$ cat config.mk
export PLATFORM = sky130hd
export DESIGN_NAME = holy_core
export DESIGN_NICKNAME = d
export VERILOG_FILES = /design/src/verilog/rv_isa_pkg.sv /design/src/verilog/core_ctrl_pkg.sv /design/src/verilog/decode_if.sv /design/src/verilog/instr_decoder.sv /design/src/verilog/regfile.sv /design/src/verilog/alu.sv /design/src/verilog/target_unit.sv /design/src/verilog/commit_unit.sv /design/src/verilog/holy_core.sv
export VERILOG_INCLUDE_DIRS = /design/src /design/src/verilog
export SDC_FILE = /design/constraint.sdc
export NUM_CORES = 2
export LEC_CHECK = 0
export ABC_AREA = 0
export BUFFER_PORTS_ARGS = -buffer_cell sky130_fd_sc_hd__buf_2
export CAP_MARGIN = 0
export CORE_UTILIZATION = 45
export DETAILED_ROUTE_END_ITERATION = 6
export HOLD_SLACK_MARGIN = 0.12
export PLACE_DENSITY = 0.63
export SYNTH_ARGS = -nofsm -noshare
export SYNTH_HDL_FRONTEND = slang
export SYNTH_SLANG_ARGS = --single-unit
$ cat constraint.sdc
create_clock -name clk -period 11.6 [get_ports clk]
set_clock_uncertainty 0.2 [all_clocks]
set_input_delay 2.32 -clock clk [delete_from_list [all_inputs] [get_ports clk]]
set_output_delay 2.32 -clock clk [all_outputs]
set_load 0.02 [all_outputs]
$ cat src/verilog/core_macros.svh
// ---------------------------------------------------------------------------
// Core-wide constants. The datapath is only built and checked at 32 bits
// ---------------------------------------------------------------------------

`ifndef CORE_MACROS_SVH
`define CORE_MACROS_SVH

// Data and address width
`define CORE_XLEN 32

// Register file size and index width
`define CORE_NREGS 32
`define CORE_REG_AW 5

// Fetch address after reset
`define CORE_RESET_PC 32'h0000_0000

`endif

$ cat src/verilog/rv_isa_pkg.sv
// ---------------------------------------------------------------------------
// RV32I instruction set types. Only the opcodes the core executes are listed
// ---------------------------------------------------------------------------

`include "core_macros.svh"

`default_nettype none

package rv_isa_pkg;

    typedef logic [`CORE_XLEN-1:0] word_t;
    typedef logic [31:0] instr_t;
    typedef logic [`CORE_REG_AW-1:0] reg_addr_t;

    // Major opcodes, bits [6:0] of the instruction
    typedef enum logic [6:0] {
        OPC_OP     = 7'b0110011,
        OPC_OP_IMM = 7'b0010011,
        OPC_LUI    = 7'b0110111,
        OPC_AUIPC  = 7'b0010111,
        OPC_JAL    = 7'b1101111,
        OPC_JALR   = 7'b1100111,
        OPC_BRANCH = 7'b1100011
    } opcode_t;

    // Branch funct3, 3'b010 and 3'b011 are reserved
    typedef enum logic [2:0] {
        BEQ  = 3'b000,
        BNE  = 3'b001,
        BLT  = 3'b100,
        BGE  = 3'b101,
        BLTU = 3'b110,
        BGEU = 3'b111
    } branch_cond_t;

endpackage

`default_nettype wire

$ cat src/verilog/core_ctrl_pkg.sv
// ---------------------------------------------------------------------------
// Control selects used inside the core between decoder and datapath
// ---------------------------------------------------------------------------

`default_nettype none

package core_ctrl_pkg;

    typedef enum logic [3:0] {
        ALU_ADD,
        ALU_SUB,
        ALU_SLL,
        ALU_SLT,
        ALU_SLTU,
        ALU_XOR,
        ALU_SRL,
        ALU_SRA,
        ALU_OR,
        ALU_AND,
        ALU_PASS_B
    } alu_op_t;

    // Immediate formats, S is decoded but no stored instruction uses it
    typedef enum logic [2:0] {IMM_I, IMM_S, IMM_B, IMM_U, IMM_J} imm_sel_t;

    // Write-back source, LINK is PC+4
    typedef enum logic [1:0] {WB_ALU, WB_LINK, WB_TARGET} wb_sel_t;

    typedef enum logic [1:0] {PC_SEQ, PC_JUMP, PC_BRANCH} pc_sel_t;

endpackage

`default_nettype wire

$ cat src/verilog/decode_if.sv
// ---------------------------------------------------------------------------
// Decoded control bundle. Purely combinational, valid while the instruction
// is presented
// ---------------------------------------------------------------------------

`default_nettype none

interface decode_if;

    core_ctrl_pkg::alu_op_t alu_op;
    logic alu_src_imm;
    rv_isa_pkg::word_t imm;
    core_ctrl_pkg::wb_sel_t wb_sel;
    core_ctrl_pkg::pc_sel_t pc_sel;
    rv_isa_pkg::branch_cond_t branch_cond;
    logic target_from_rs1;
    logic reg_write;
    logic illegal;

    modport ctrl (
        output alu_op, alu_src_imm, imm, wb_sel, pc_sel,
               branch_cond, target_from_rs1, reg_write, illegal
    );

    modport exec (input alu_op, alu_src_imm, imm, branch_cond, target_from_rs1);

    modport commit (input wb_sel, pc_sel, reg_write, illegal);

endinterface

`default_nettype wire

$ cat src/verilog/instr_decoder.sv
// ---------------------------------------------------------------------------
// Control unit and immediate generation. Unknown opcodes decode to a
// non-writing instruction flagged illegal
// ---------------------------------------------------------------------------

`default_nettype none

module instr_decoder (
    input  rv_isa_pkg::instr_t i_instr,
    decode_if.ctrl             dec
);

    rv_isa_pkg::opcode_t opcode;
    logic [2:0] funct3;
    logic [6:0] funct7;
    core_ctrl_pkg::imm_sel_t imm_sel;
    core_ctrl_pkg::alu_op_t arith_op;

    assign opcode = rv_isa_pkg::opcode_t'(i_instr[6:0]);
    assign funct3 = i_instr[14:12];
    assign funct7 = i_instr[31:25];

    assign dec.branch_cond = rv_isa_pkg::branch_cond_t'(funct3);

    // Shared by OP and OP_IMM, SUB only exists in register form
    always_comb begin
        case (funct3)
            3'b000:  arith_op = (opcode == rv_isa_pkg::OPC_OP && funct7[5]) ?
                                core_ctrl_pkg::ALU_SUB : core_ctrl_pkg::ALU_ADD;
            3'b001:  arith_op = core_ctrl_pkg::ALU_SLL;
            3'b010:  arith_op = core_ctrl_pkg::ALU_SLT;
            3'b011:  arith_op = core_ctrl_pkg::ALU_SLTU;
            3'b100:  arith_op = core_ctrl_pkg::ALU_XOR;
            3'b101:  arith_op = funct7[5] ? core_ctrl_pkg::ALU_SRA : core_ctrl_pkg::ALU_SRL;
            3'b110:  arith_op = core_ctrl_pkg::ALU_OR;
            default: arith_op = core_ctrl_pkg::ALU_AND;
        endcase
    end

    always_comb begin
        dec.alu_op          = core_ctrl_pkg::ALU_ADD;
        dec.alu_src_imm     = 1'b1;
        dec.wb_sel          = core_ctrl_pkg::WB_ALU;
        dec.pc_sel          = core_ctrl_pkg::PC_SEQ;
        dec.target_from_rs1 = 1'b0;
        dec.reg_write       = 1'b0;
        dec.illegal         = 1'b0;
        imm_sel             = core_ctrl_pkg::IMM_I;
        case (opcode)
            rv_isa_pkg::OPC_OP: begin
                dec.alu_src_imm = 1'b0;
                dec.alu_op      = arith_op;
                dec.reg_write   = 1'b1;
            end
            rv_isa_pkg::OPC_OP_IMM: begin
                dec.alu_op    = arith_op;
                dec.reg_write = 1'b1;
            end
            rv_isa_pkg::OPC_LUI: begin
                imm_sel       = core_ctrl_pkg::IMM_U;
                dec.alu_op    = core_ctrl_pkg::ALU_PASS_B;
                dec.reg_write = 1'b1;
            end
            rv_isa_pkg::OPC_AUIPC: begin
                imm_sel       = core_ctrl_pkg::IMM_U;
                dec.wb_sel    = core_ctrl_pkg::WB_TARGET;
                dec.reg_write = 1'b1;
            end
            rv_isa_pkg::OPC_JAL: begin
                imm_sel       = core_ctrl_pkg::IMM_J;
                dec.wb_sel    = core_ctrl_pkg::WB_LINK;
                dec.pc_sel    = core_ctrl_pkg::PC_JUMP;
                dec.reg_write = 1'b1;
            end
            rv_isa_pkg::OPC_JALR: begin
                dec.wb_sel          = core_ctrl_pkg::WB_LINK;
                dec.pc_sel          = core_ctrl_pkg::PC_JUMP;
                dec.target_from_rs1 = 1'b1;
                dec.reg_write       = 1'b1;
            end
            rv_isa_pkg::OPC_BRANCH: begin
                imm_sel    = core_ctrl_pkg::IMM_B;
                dec.pc_sel = core_ctrl_pkg::PC_BRANCH;
            end
            default: dec.illegal = 1'b1;
        endcase
    end

    // Sign extension from bit 31 for every format
    always_comb begin
        case (imm_sel)
            core_ctrl_pkg::IMM_S: dec.imm = {{20{i_instr[31]}}, i_instr[31:25], i_instr[11:7]};
            core_ctrl_pkg::IMM_B: dec.imm = {{19{i_instr[31]}}, i_instr[31], i_instr[7],
                                             i_instr[30:25], i_instr[11:8], 1'b0};
            core_ctrl_pkg::IMM_U: dec.imm = {i_instr[31:12], 12'b0};
            core_ctrl_pkg::IMM_J: dec.imm = {{11{i_instr[31]}}, i_instr[31], i_instr[19:12],
                                             i_instr[20], i_instr[30:21], 1'b0};
            default:              dec.imm = {{20{i_instr[31]}}, i_instr[31:20]};
        endcase
    end

    illegal_never_writes: assert final (!(dec.illegal && dec.reg_write));

endmodule

`default_nettype wire

$ cat src/verilog/regfile.sv
// ---------------------------------------------------------------------------
// Register file, two combinational reads and one write at the clock edge.
// A read of the register being written returns the old value
// ---------------------------------------------------------------------------

`include "core_macros.svh"

`default_nettype none

module regfile (
    input  logic                  clk,
    input  logic                  rst_n,
    input  rv_isa_pkg::reg_addr_t i_rs1_addr,
    input  rv_isa_pkg::reg_addr_t i_rs2_addr,
    output rv_isa_pkg::word_t     o_rs1_data,
    output rv_isa_pkg::word_t     o_rs2_data,
    input  logic                  i_we,
    input  rv_isa_pkg::reg_addr_t i_rd_addr,
    input  rv_isa_pkg::word_t     i_rd_data
);

    // x0 has no storage
    rv_isa_pkg::word_t regs [1:`CORE_NREGS-1];

    always_ff @(posedge clk) begin
        if (!rst_n) begin
            for (int i = 1; i < `CORE_NREGS; i++) begin
                regs[i] <= '0;
            end
        end else if (i_we && i_rd_addr != '0) begin
            regs[i_rd_addr] <= i_rd_data;
        end
    end

    assign o_rs1_data = (i_rs1_addr == '0) ? '0 : regs[i_rs1_addr];
    assign o_rs2_data = (i_rs2_addr == '0) ? '0 : regs[i_rs2_addr];

    x0_reads_zero: assert property (@(posedge clk) disable iff (!rst_n)
        (i_rs1_addr == '0) |-> (o_rs1_data == '0));

endmodule

`default_nettype wire

$ cat src/verilog/alu.sv
// ---------------------------------------------------------------------------
// Integer ALU. Shift amounts use the low five bits of operand B
// ---------------------------------------------------------------------------

`default_nettype none

module alu (
    decode_if.exec            dec,
    input  rv_isa_pkg::word_t i_rs1_data,
    input  rv_isa_pkg::word_t i_rs2_data,
    output rv_isa_pkg::word_t o_result
);

    rv_isa_pkg::word_t op_b;
    logic [4:0] shamt;

    assign op_b  = dec.alu_src_imm ? dec.imm : i_rs2_data;
    assign shamt = op_b[4:0];

    always_comb begin
        case (dec.alu_op)
            core_ctrl_pkg::ALU_ADD:    o_result = i_rs1_data + op_b;
            core_ctrl_pkg::ALU_SUB:    o_result = i_rs1_data - op_b;
            core_ctrl_pkg::ALU_SLL:    o_result = i_rs1_data << shamt;
            core_ctrl_pkg::ALU_SLT:
                o_result = rv_isa_pkg::word_t'($signed(i_rs1_data) < $signed(op_b));
            core_ctrl_pkg::ALU_SLTU:   o_result = rv_isa_pkg::word_t'(i_rs1_data < op_b);
            core_ctrl_pkg::ALU_XOR:    o_result = i_rs1_data ^ op_b;
            core_ctrl_pkg::ALU_SRL:    o_result = i_rs1_data >> shamt;
            core_ctrl_pkg::ALU_SRA:    o_result = $signed(i_rs1_data) >>> shamt;
            core_ctrl_pkg::ALU_OR:     o_result = i_rs1_data | op_b;
            core_ctrl_pkg::ALU_AND:    o_result = i_rs1_data & op_b;
            // LUI places the U immediate unchanged
            core_ctrl_pkg::ALU_PASS_B: o_result = op_b;
            default:                   o_result = '0;
        endcase
    end

endmodule

`default_nettype wire

$ cat src/verilog/target_unit.sv
// ---------------------------------------------------------------------------
// Second adder for jump, branch and AUIPC targets, plus branch compare.
// Targets are not checked for alignment
// ---------------------------------------------------------------------------

`default_nettype none

module target_unit (
    decode_if.exec            dec,
    input  rv_isa_pkg::word_t i_pc,
    input  rv_isa_pkg::word_t i_rs1_data,
    input  rv_isa_pkg::word_t i_rs2_data,
    output rv_isa_pkg::word_t o_target,
    output rv_isa_pkg::word_t o_link,
    output logic              o_branch_taken
);

    rv_isa_pkg::word_t sum;

    assign sum = (dec.target_from_rs1 ? i_rs1_data : i_pc) + dec.imm;

    // JALR drops bit 0 of the computed address
    assign o_target = dec.target_from_rs1 ? {sum[31:1], 1'b0} : sum;
    assign o_link   = i_pc + 32'd4;

    always_comb begin
        case (dec.branch_cond)
            rv_isa_pkg::BEQ:  o_branch_taken = (i_rs1_data == i_rs2_data);
            rv_isa_pkg::BNE:  o_branch_taken = (i_rs1_data != i_rs2_data);
            rv_isa_pkg::BLT:  o_branch_taken = ($signed(i_rs1_data) < $signed(i_rs2_data));
            rv_isa_pkg::BGE:  o_branch_taken = ($signed(i_rs1_data) >= $signed(i_rs2_data));
            rv_isa_pkg::BLTU: o_branch_taken = (i_rs1_data < i_rs2_data);
            rv_isa_pkg::BGEU: o_branch_taken = (i_rs1_data >= i_rs2_data);
            // Reserved encodings fall through
            default:          o_branch_taken = 1'b0;
        endcase
    end

endmodule

`default_nettype wire

$ cat src/verilog/commit_unit.sv
// ---------------------------------------------------------------------------
// PC register, write-back select and retire record. Everything updates only
// on a strobe; the retire record appears one cycle after it
// ---------------------------------------------------------------------------

`include "core_macros.svh"

`default_nettype none

module commit_unit (
    input  logic                  clk,
    input  logic                  rst_n,
    decode_if.commit              dec,
    input  logic                  i_instr_valid,
    input  rv_isa_pkg::reg_addr_t i_rd_addr,
    input  rv_isa_pkg::word_t     i_alu_result,
    input  rv_isa_pkg::word_t     i_target,
    input  rv_isa_pkg::word_t     i_link,
    input  logic                  i_branch_taken,
    output rv_isa_pkg::word_t     o_pc,
    output logic                  o_rf_we,
    output rv_isa_pkg::word_t     o_rf_data,
    output logic                  o_retire_valid,
    output logic                  o_retire_we,
    output logic                  o_retire_illegal,
    output rv_isa_pkg::reg_addr_t o_retire_rd,
    output rv_isa_pkg::word_t     o_retire_pc,
    output rv_isa_pkg::word_t     o_retire_data
);

    rv_isa_pkg::word_t pc;
    rv_isa_pkg::word_t pc_next;

    always_comb begin
        case (dec.wb_sel)
            core_ctrl_pkg::WB_LINK:   o_rf_data = i_link;
            core_ctrl_pkg::WB_TARGET: o_rf_data = i_target;
            default:                  o_rf_data = i_alu_result;
        endcase
        case (dec.pc_sel)
            core_ctrl_pkg::PC_JUMP:   pc_next = i_target;
            core_ctrl_pkg::PC_BRANCH: pc_next = i_branch_taken ? i_target : i_link;
            default:                  pc_next = i_link;
        endcase
    end

    assign o_rf_we = i_instr_valid && dec.reg_write;
    assign o_pc    = pc;

    always_ff @(posedge clk) begin
        if (!rst_n) begin
            pc               <= `CORE_RESET_PC;
            o_retire_valid   <= 1'b0;
            o_retire_we      <= 1'b0;
            o_retire_illegal <= 1'b0;
        end else begin
            o_retire_valid   <= i_instr_valid;
            o_retire_we      <= o_rf_we;
            o_retire_illegal <= i_instr_valid && dec.illegal;
            if (i_instr_valid) begin
                pc <= pc_next;
            end
        end
    end

    // Retire payload, data is zero for non-writing instructions
    always_ff @(posedge clk) begin
        if (i_instr_valid) begin
            o_retire_rd   <= i_rd_addr;
            o_retire_pc   <= pc;
            o_retire_data <= dec.reg_write ? o_rf_data : '0;
        end
    end

    no_retire_without_strobe: assert property (@(posedge clk) disable iff (!rst_n)
        !i_instr_valid |=> !o_retire_valid);

endmodule

`default_nettype wire

$ cat src/verilog/holy_core.sv
// ---------------------------------------------------------------------------
// RV32I integer core top. One instruction per strobe, no back-pressure,
// no loads, stores, CSRs or traps
// ---------------------------------------------------------------------------

`default_nettype none

module holy_core (
    input  logic                  clk,
    input  logic                  rst_n,
    input  rv_isa_pkg::instr_t    i_instr,
    input  logic                  i_instr_valid,
    output rv_isa_pkg::word_t     o_pc,
    output logic                  o_retire_valid,
    output logic                  o_retire_we,
    output logic                  o_retire_illegal,
    output rv_isa_pkg::reg_addr_t o_retire_rd,
    output rv_isa_pkg::word_t     o_retire_pc,
    output rv_isa_pkg::word_t     o_retire_data
);

    decode_if dec_bus ();

    rv_isa_pkg::reg_addr_t rs1_addr;
    rv_isa_pkg::reg_addr_t rs2_addr;
    rv_isa_pkg::reg_addr_t rd_addr;
    rv_isa_pkg::word_t rs1_data;
    rv_isa_pkg::word_t rs2_data;
    rv_isa_pkg::word_t alu_result;
    rv_isa_pkg::word_t target;
    rv_isa_pkg::word_t link;
    rv_isa_pkg::word_t rf_data;
    logic branch_taken;
    logic rf_we;

    // Register fields sit at fixed positions in every format
    assign rs1_addr = i_instr[19:15];
    assign rs2_addr = i_instr[24:20];
    assign rd_addr  = i_instr[11:7];

    instr_decoder u_decoder (.i_instr(i_instr), .dec(dec_bus));

    regfile u_regfile (
        .clk(clk), .rst_n(rst_n),
        .i_rs1_addr(rs1_addr), .i_rs2_addr(rs2_addr),
        .o_rs1_data(rs1_data), .o_rs2_data(rs2_data),
        .i_we(rf_we), .i_rd_addr(rd_addr), .i_rd_data(rf_data)
    );

    alu u_alu (
        .dec(dec_bus), .i_rs1_data(rs1_data), .i_rs2_data(rs2_data), .o_result(alu_result)
    );

    target_unit u_target (
        .dec(dec_bus), .i_pc(o_pc), .i_rs1_data(rs1_data), .i_rs2_data(rs2_data),
        .o_target(target), .o_link(link), .o_branch_taken(branch_taken)
    );

    commit_unit u_commit (
        .clk(clk), .rst_n(rst_n), .dec(dec_bus),
        .i_instr_valid(i_instr_valid), .i_rd_addr(rd_addr),
        .i_alu_result(alu_result), .i_target(target), .i_link(link),
        .i_branch_taken(branch_taken),
        .o_pc(o_pc), .o_rf_we(rf_we), .o_rf_data(rf_data),
        .o_retire_valid(o_retire_valid), .o_retire_we(o_retire_we),
        .o_retire_illegal(o_retire_illegal), .o_retire_rd(o_retire_rd),
        .o_retire_pc(o_retire_pc), .o_retire_data(o_retire_data)
    );

endmodule

`default_nettype wire

==> results.md <==
- Setup bufs post-CTS: 0
- Top cells by count, synth: nor2_1, edfxtp_1, mux4_2, nand2_1, clkbuf_1
- Root Driver: clkbuf_16
- Ys Warns: 0
- Final Hold Vio Count: 0
- Final setup fails: 0
- Top Ports: roughly 140
- Fraction of layout cells with a size suffix above 1: slightly above 20%
- CTS max path bufs: 3
- Peak supply drop: 161.3 uV
- Synthesized instance count: just over 6,000
- GR Overflow Total: 0
- Largest net degree at the start of global routing: 106
- Worst hold path class: reg -> reg
- Top_reg_cell synth: edfxtp_1
- Post-Synth XOR/XNOR Area: 0.8593%
- First-pass detailed-route iteration total: 6
- CORE AREA: 156,800 um^2
- Max Clk Rate: 101.2 MHz
- Cells taking the most area after synthesis: edfxtp_1, mux4_2, nor2_1
- Comb pwr share: 26.4%
- Compound-Gate Fraction of Synth Area: 12.84%
- Worst-margin pin slew: 1.478 ns
- Cell variety after synth: approximately 110
- Synthesized area: 71,340 um^2
- CP endpoint kind: flip-flop
- Wire per inst: 41.52 um
- Cells after DPL: 8,087
- Simple-Gate Fraction of Synth Area: about an eighth
- Sw frac: 34.50%
- Full die area: 160,100 um^2
- Die Ht: 400.2 um
- # port buffers: 138
- Switching Power: 4.004 mW
- Post-DP HPWL: 231,400 um
- Multiplexer share of the synthesized area: 19.37%
- Fraction of registers with async set/reset: 0%
- Status: finished clean
- Row cnt: roughly 150
- Initial antenna violation count: 24
- CTS resizes: 0
- Seq/Total Area, Yosys: 46.99%
- Area grow syn2layout: 10.18%
- Layout Nets: between 6,000 and 7,000
- Residual DRC: 0
- Starting Density: 45.51%
- Total track usage: 42.60%
- Initial DRC Count: a little under 10,000
- Final instance area: just under 80,000 um^2
- Via count: 60,080
- TritonCTS clock tree: built
- Placer Congestion: about 1.1
- Final WL: between 300,000 and 400,000 um
- Max-slew headroom: 1.481%
- Clk pwr share: 32.8%
- Die Width: about 400 um
- Int Pwr: between 7 and 8 mW
- Main combinational cell family by area after synthesis: multiplexers
- Post-synth EDFFs: around 1,100
- Crit path max fanout: 63
- Clock buffer count from CTS: 118
- Count leader, synth: nor2_1
- Max H-tree Level: 3
- Clock sinks: 1,128
- Post-route ant nets: 0
- Mean Syn Cell Area: 11.56 um^2
- Final Cycle Share: 85.19%
- Unrepaired setup endpoints after global routing: false
- Critical path required time: 11.89 ns
- Synth Area in Adders: 3.048%
- Worst Path Arrival: 10.17 ns
- Max capacitance violation total: 0
- Tmin final: just under 10 ns
- Synth top area share: 46.00%
- Post-synth top area cell: edfxtp_1
- Sequential share of power: 40.8%
- CTS clk-pin slew, worst paths: around 0.06 ns
- Leak: roughly 30 nW
- Number of hold buffers added after CTS: 0
- Worst-Skew Late Latency: 0.86 ns
- Vias/cell: 7.225
- Crit Path Class: in -> reg
- Pwr Density: 147.6 nW/um^2
- Max-slew violation count: 0
- Setup crit start kind: input port
- Area after DPL: 74,800 um^2
- Number of synthesized register bits: 1,128
- Global-route wire length before repair: 468,000 um
- Setup tns final: 0 ns
- Vias in the first global route: 57,260
- Post-Layout Cell Count: 8,316
[final timing paths]
kind	from	end	slack [ns]	cells past startpoint
worst min register to register	u_commit.o_pc[30]	u_commit.o_retire_pc[30]	0.31	0
worst max-delay path	i_instr[20]	u_regfile.regs[7][28]	1.72	19
worst max register to register	u_regfile.regs[18][12]	u_regfile.regs[7][28]	4.06	17
worst min-delay path	u_commit.o_pc[30]	u_commit.o_retire_pc[30]	0.31	0
[sequential cells by signal, indices dropped and copies added, names as in the netlist]
register                   cells
u_commit.o_retire_illegal      1
u_commit.o_pc                 32
u_commit.o_retire_valid        1
u_commit.o_retire_rd           5
u_commit.o_retire_we           1
u_commit.o_retire_pc          32
u_regfile.regs              1024
u_commit.o_retire_data        32
[metal layers]
metal / vias up / share of wire [%] / GRT usage, %
met2: 5037 / 43 / 63.08
met4: 24 / 8.6 / 30.36
met3: 1251 / 13 / 12.25
met5: - / 0.10 / 0.9080
met1: 30160 / 35 / 53.41
li1: 23610 / - / -
[power by group through the flow]
stage	registers (mW)	clock network (mW)	logic [mW]
final	4.74	3.81	3.06
after global routing	4.75	3.94	3.14
after CTS	4.73	3.81	2.96
after detailed placement	4.82	0	2.94
after global placement	4.80	0	2.96
after floorplan	4.80	0	1.77
[kinds of logic after synthesis]
logic type / after synthesis
and+or+nand+nor: 1965
AOI/OAI and AO/OA: 1294
DFF: 1128
muxes: 787
buffers and inverters: 755
adders and majority gates: 172
xor gates and xnor gates: 70
other: 1
[critical path: stages]
cell,delay [ns]
buf_8,0.52
buf_12,0.44
mux4_2,0.55
mux4_2,0.51
mux2i_1,0.79
nor2_1,0.36
mux2_2,0.40
ha_1,0.45
and4_1,0.30
and2_1,0.17
a32o_1,0.25
o21ai_0,0.75
o31ai_1,0.33
a31oi_1,0.46
mux2i_1,0.29
nor2_1,0.10
a211oi_4,0.41
buf_4,0.43
nor3_1,0.10
[stage by stage]
step           utilization [%]  hold slack, ns  worst slack [ns]  power (mW)
4_1_cts                  50.13          0.3102             2.211       11.49
6_report                 50.15          0.3117             1.718       11.61
2_1_floorplan                -          0.3594             2.543       6.575
5_1_grt                  50.13          0.3174             1.611       11.83
3_3_place_gp             47.72          0.2705             1.490       7.761
3_5_place_dp             47.72          0.2895             1.401       7.759
[layout by cell type, fill, tap and decap left out, types with 31 or more instances in the layout]
master and count:
edfxtp_1 1093, dfxtp_1 35, mux2i_1 265, xnor2_1 52
clkinv_1 31, a221oi_1 53, o22ai_1 45, mux2_2 53
nand3_1 101, buf_2 130, nand2b_1 34, a22oi_1 111
clkbuf_16 118, nor2_1 1096, a21o_1 69, nand2_4 34
ha_1 168, o211ai_1 57, inv_1 169, mux4_2 467
a221o_1 33, a21oi_1 288, buf_4 257, conb_1 32
nor3_1 161, and3_1 58, clkbuf_1 31, a211oi_1 108
o21ai_0 175, nand2_1 252
[final cells by class]
type / instances / area, um^2
fill: 13800 / 78140
sequential: 1128 / 33520
tap: 2058 / 2575
multi-input combinational: 4320 / 35170
clock buffer: 151 / 3097
clock inverter: 70 / 691.9
timing repair buffer: 403 / 2863
inverter: 178 / 670.6
antenna: 8 / 20.02
Power figures use the tool's default switching activity.
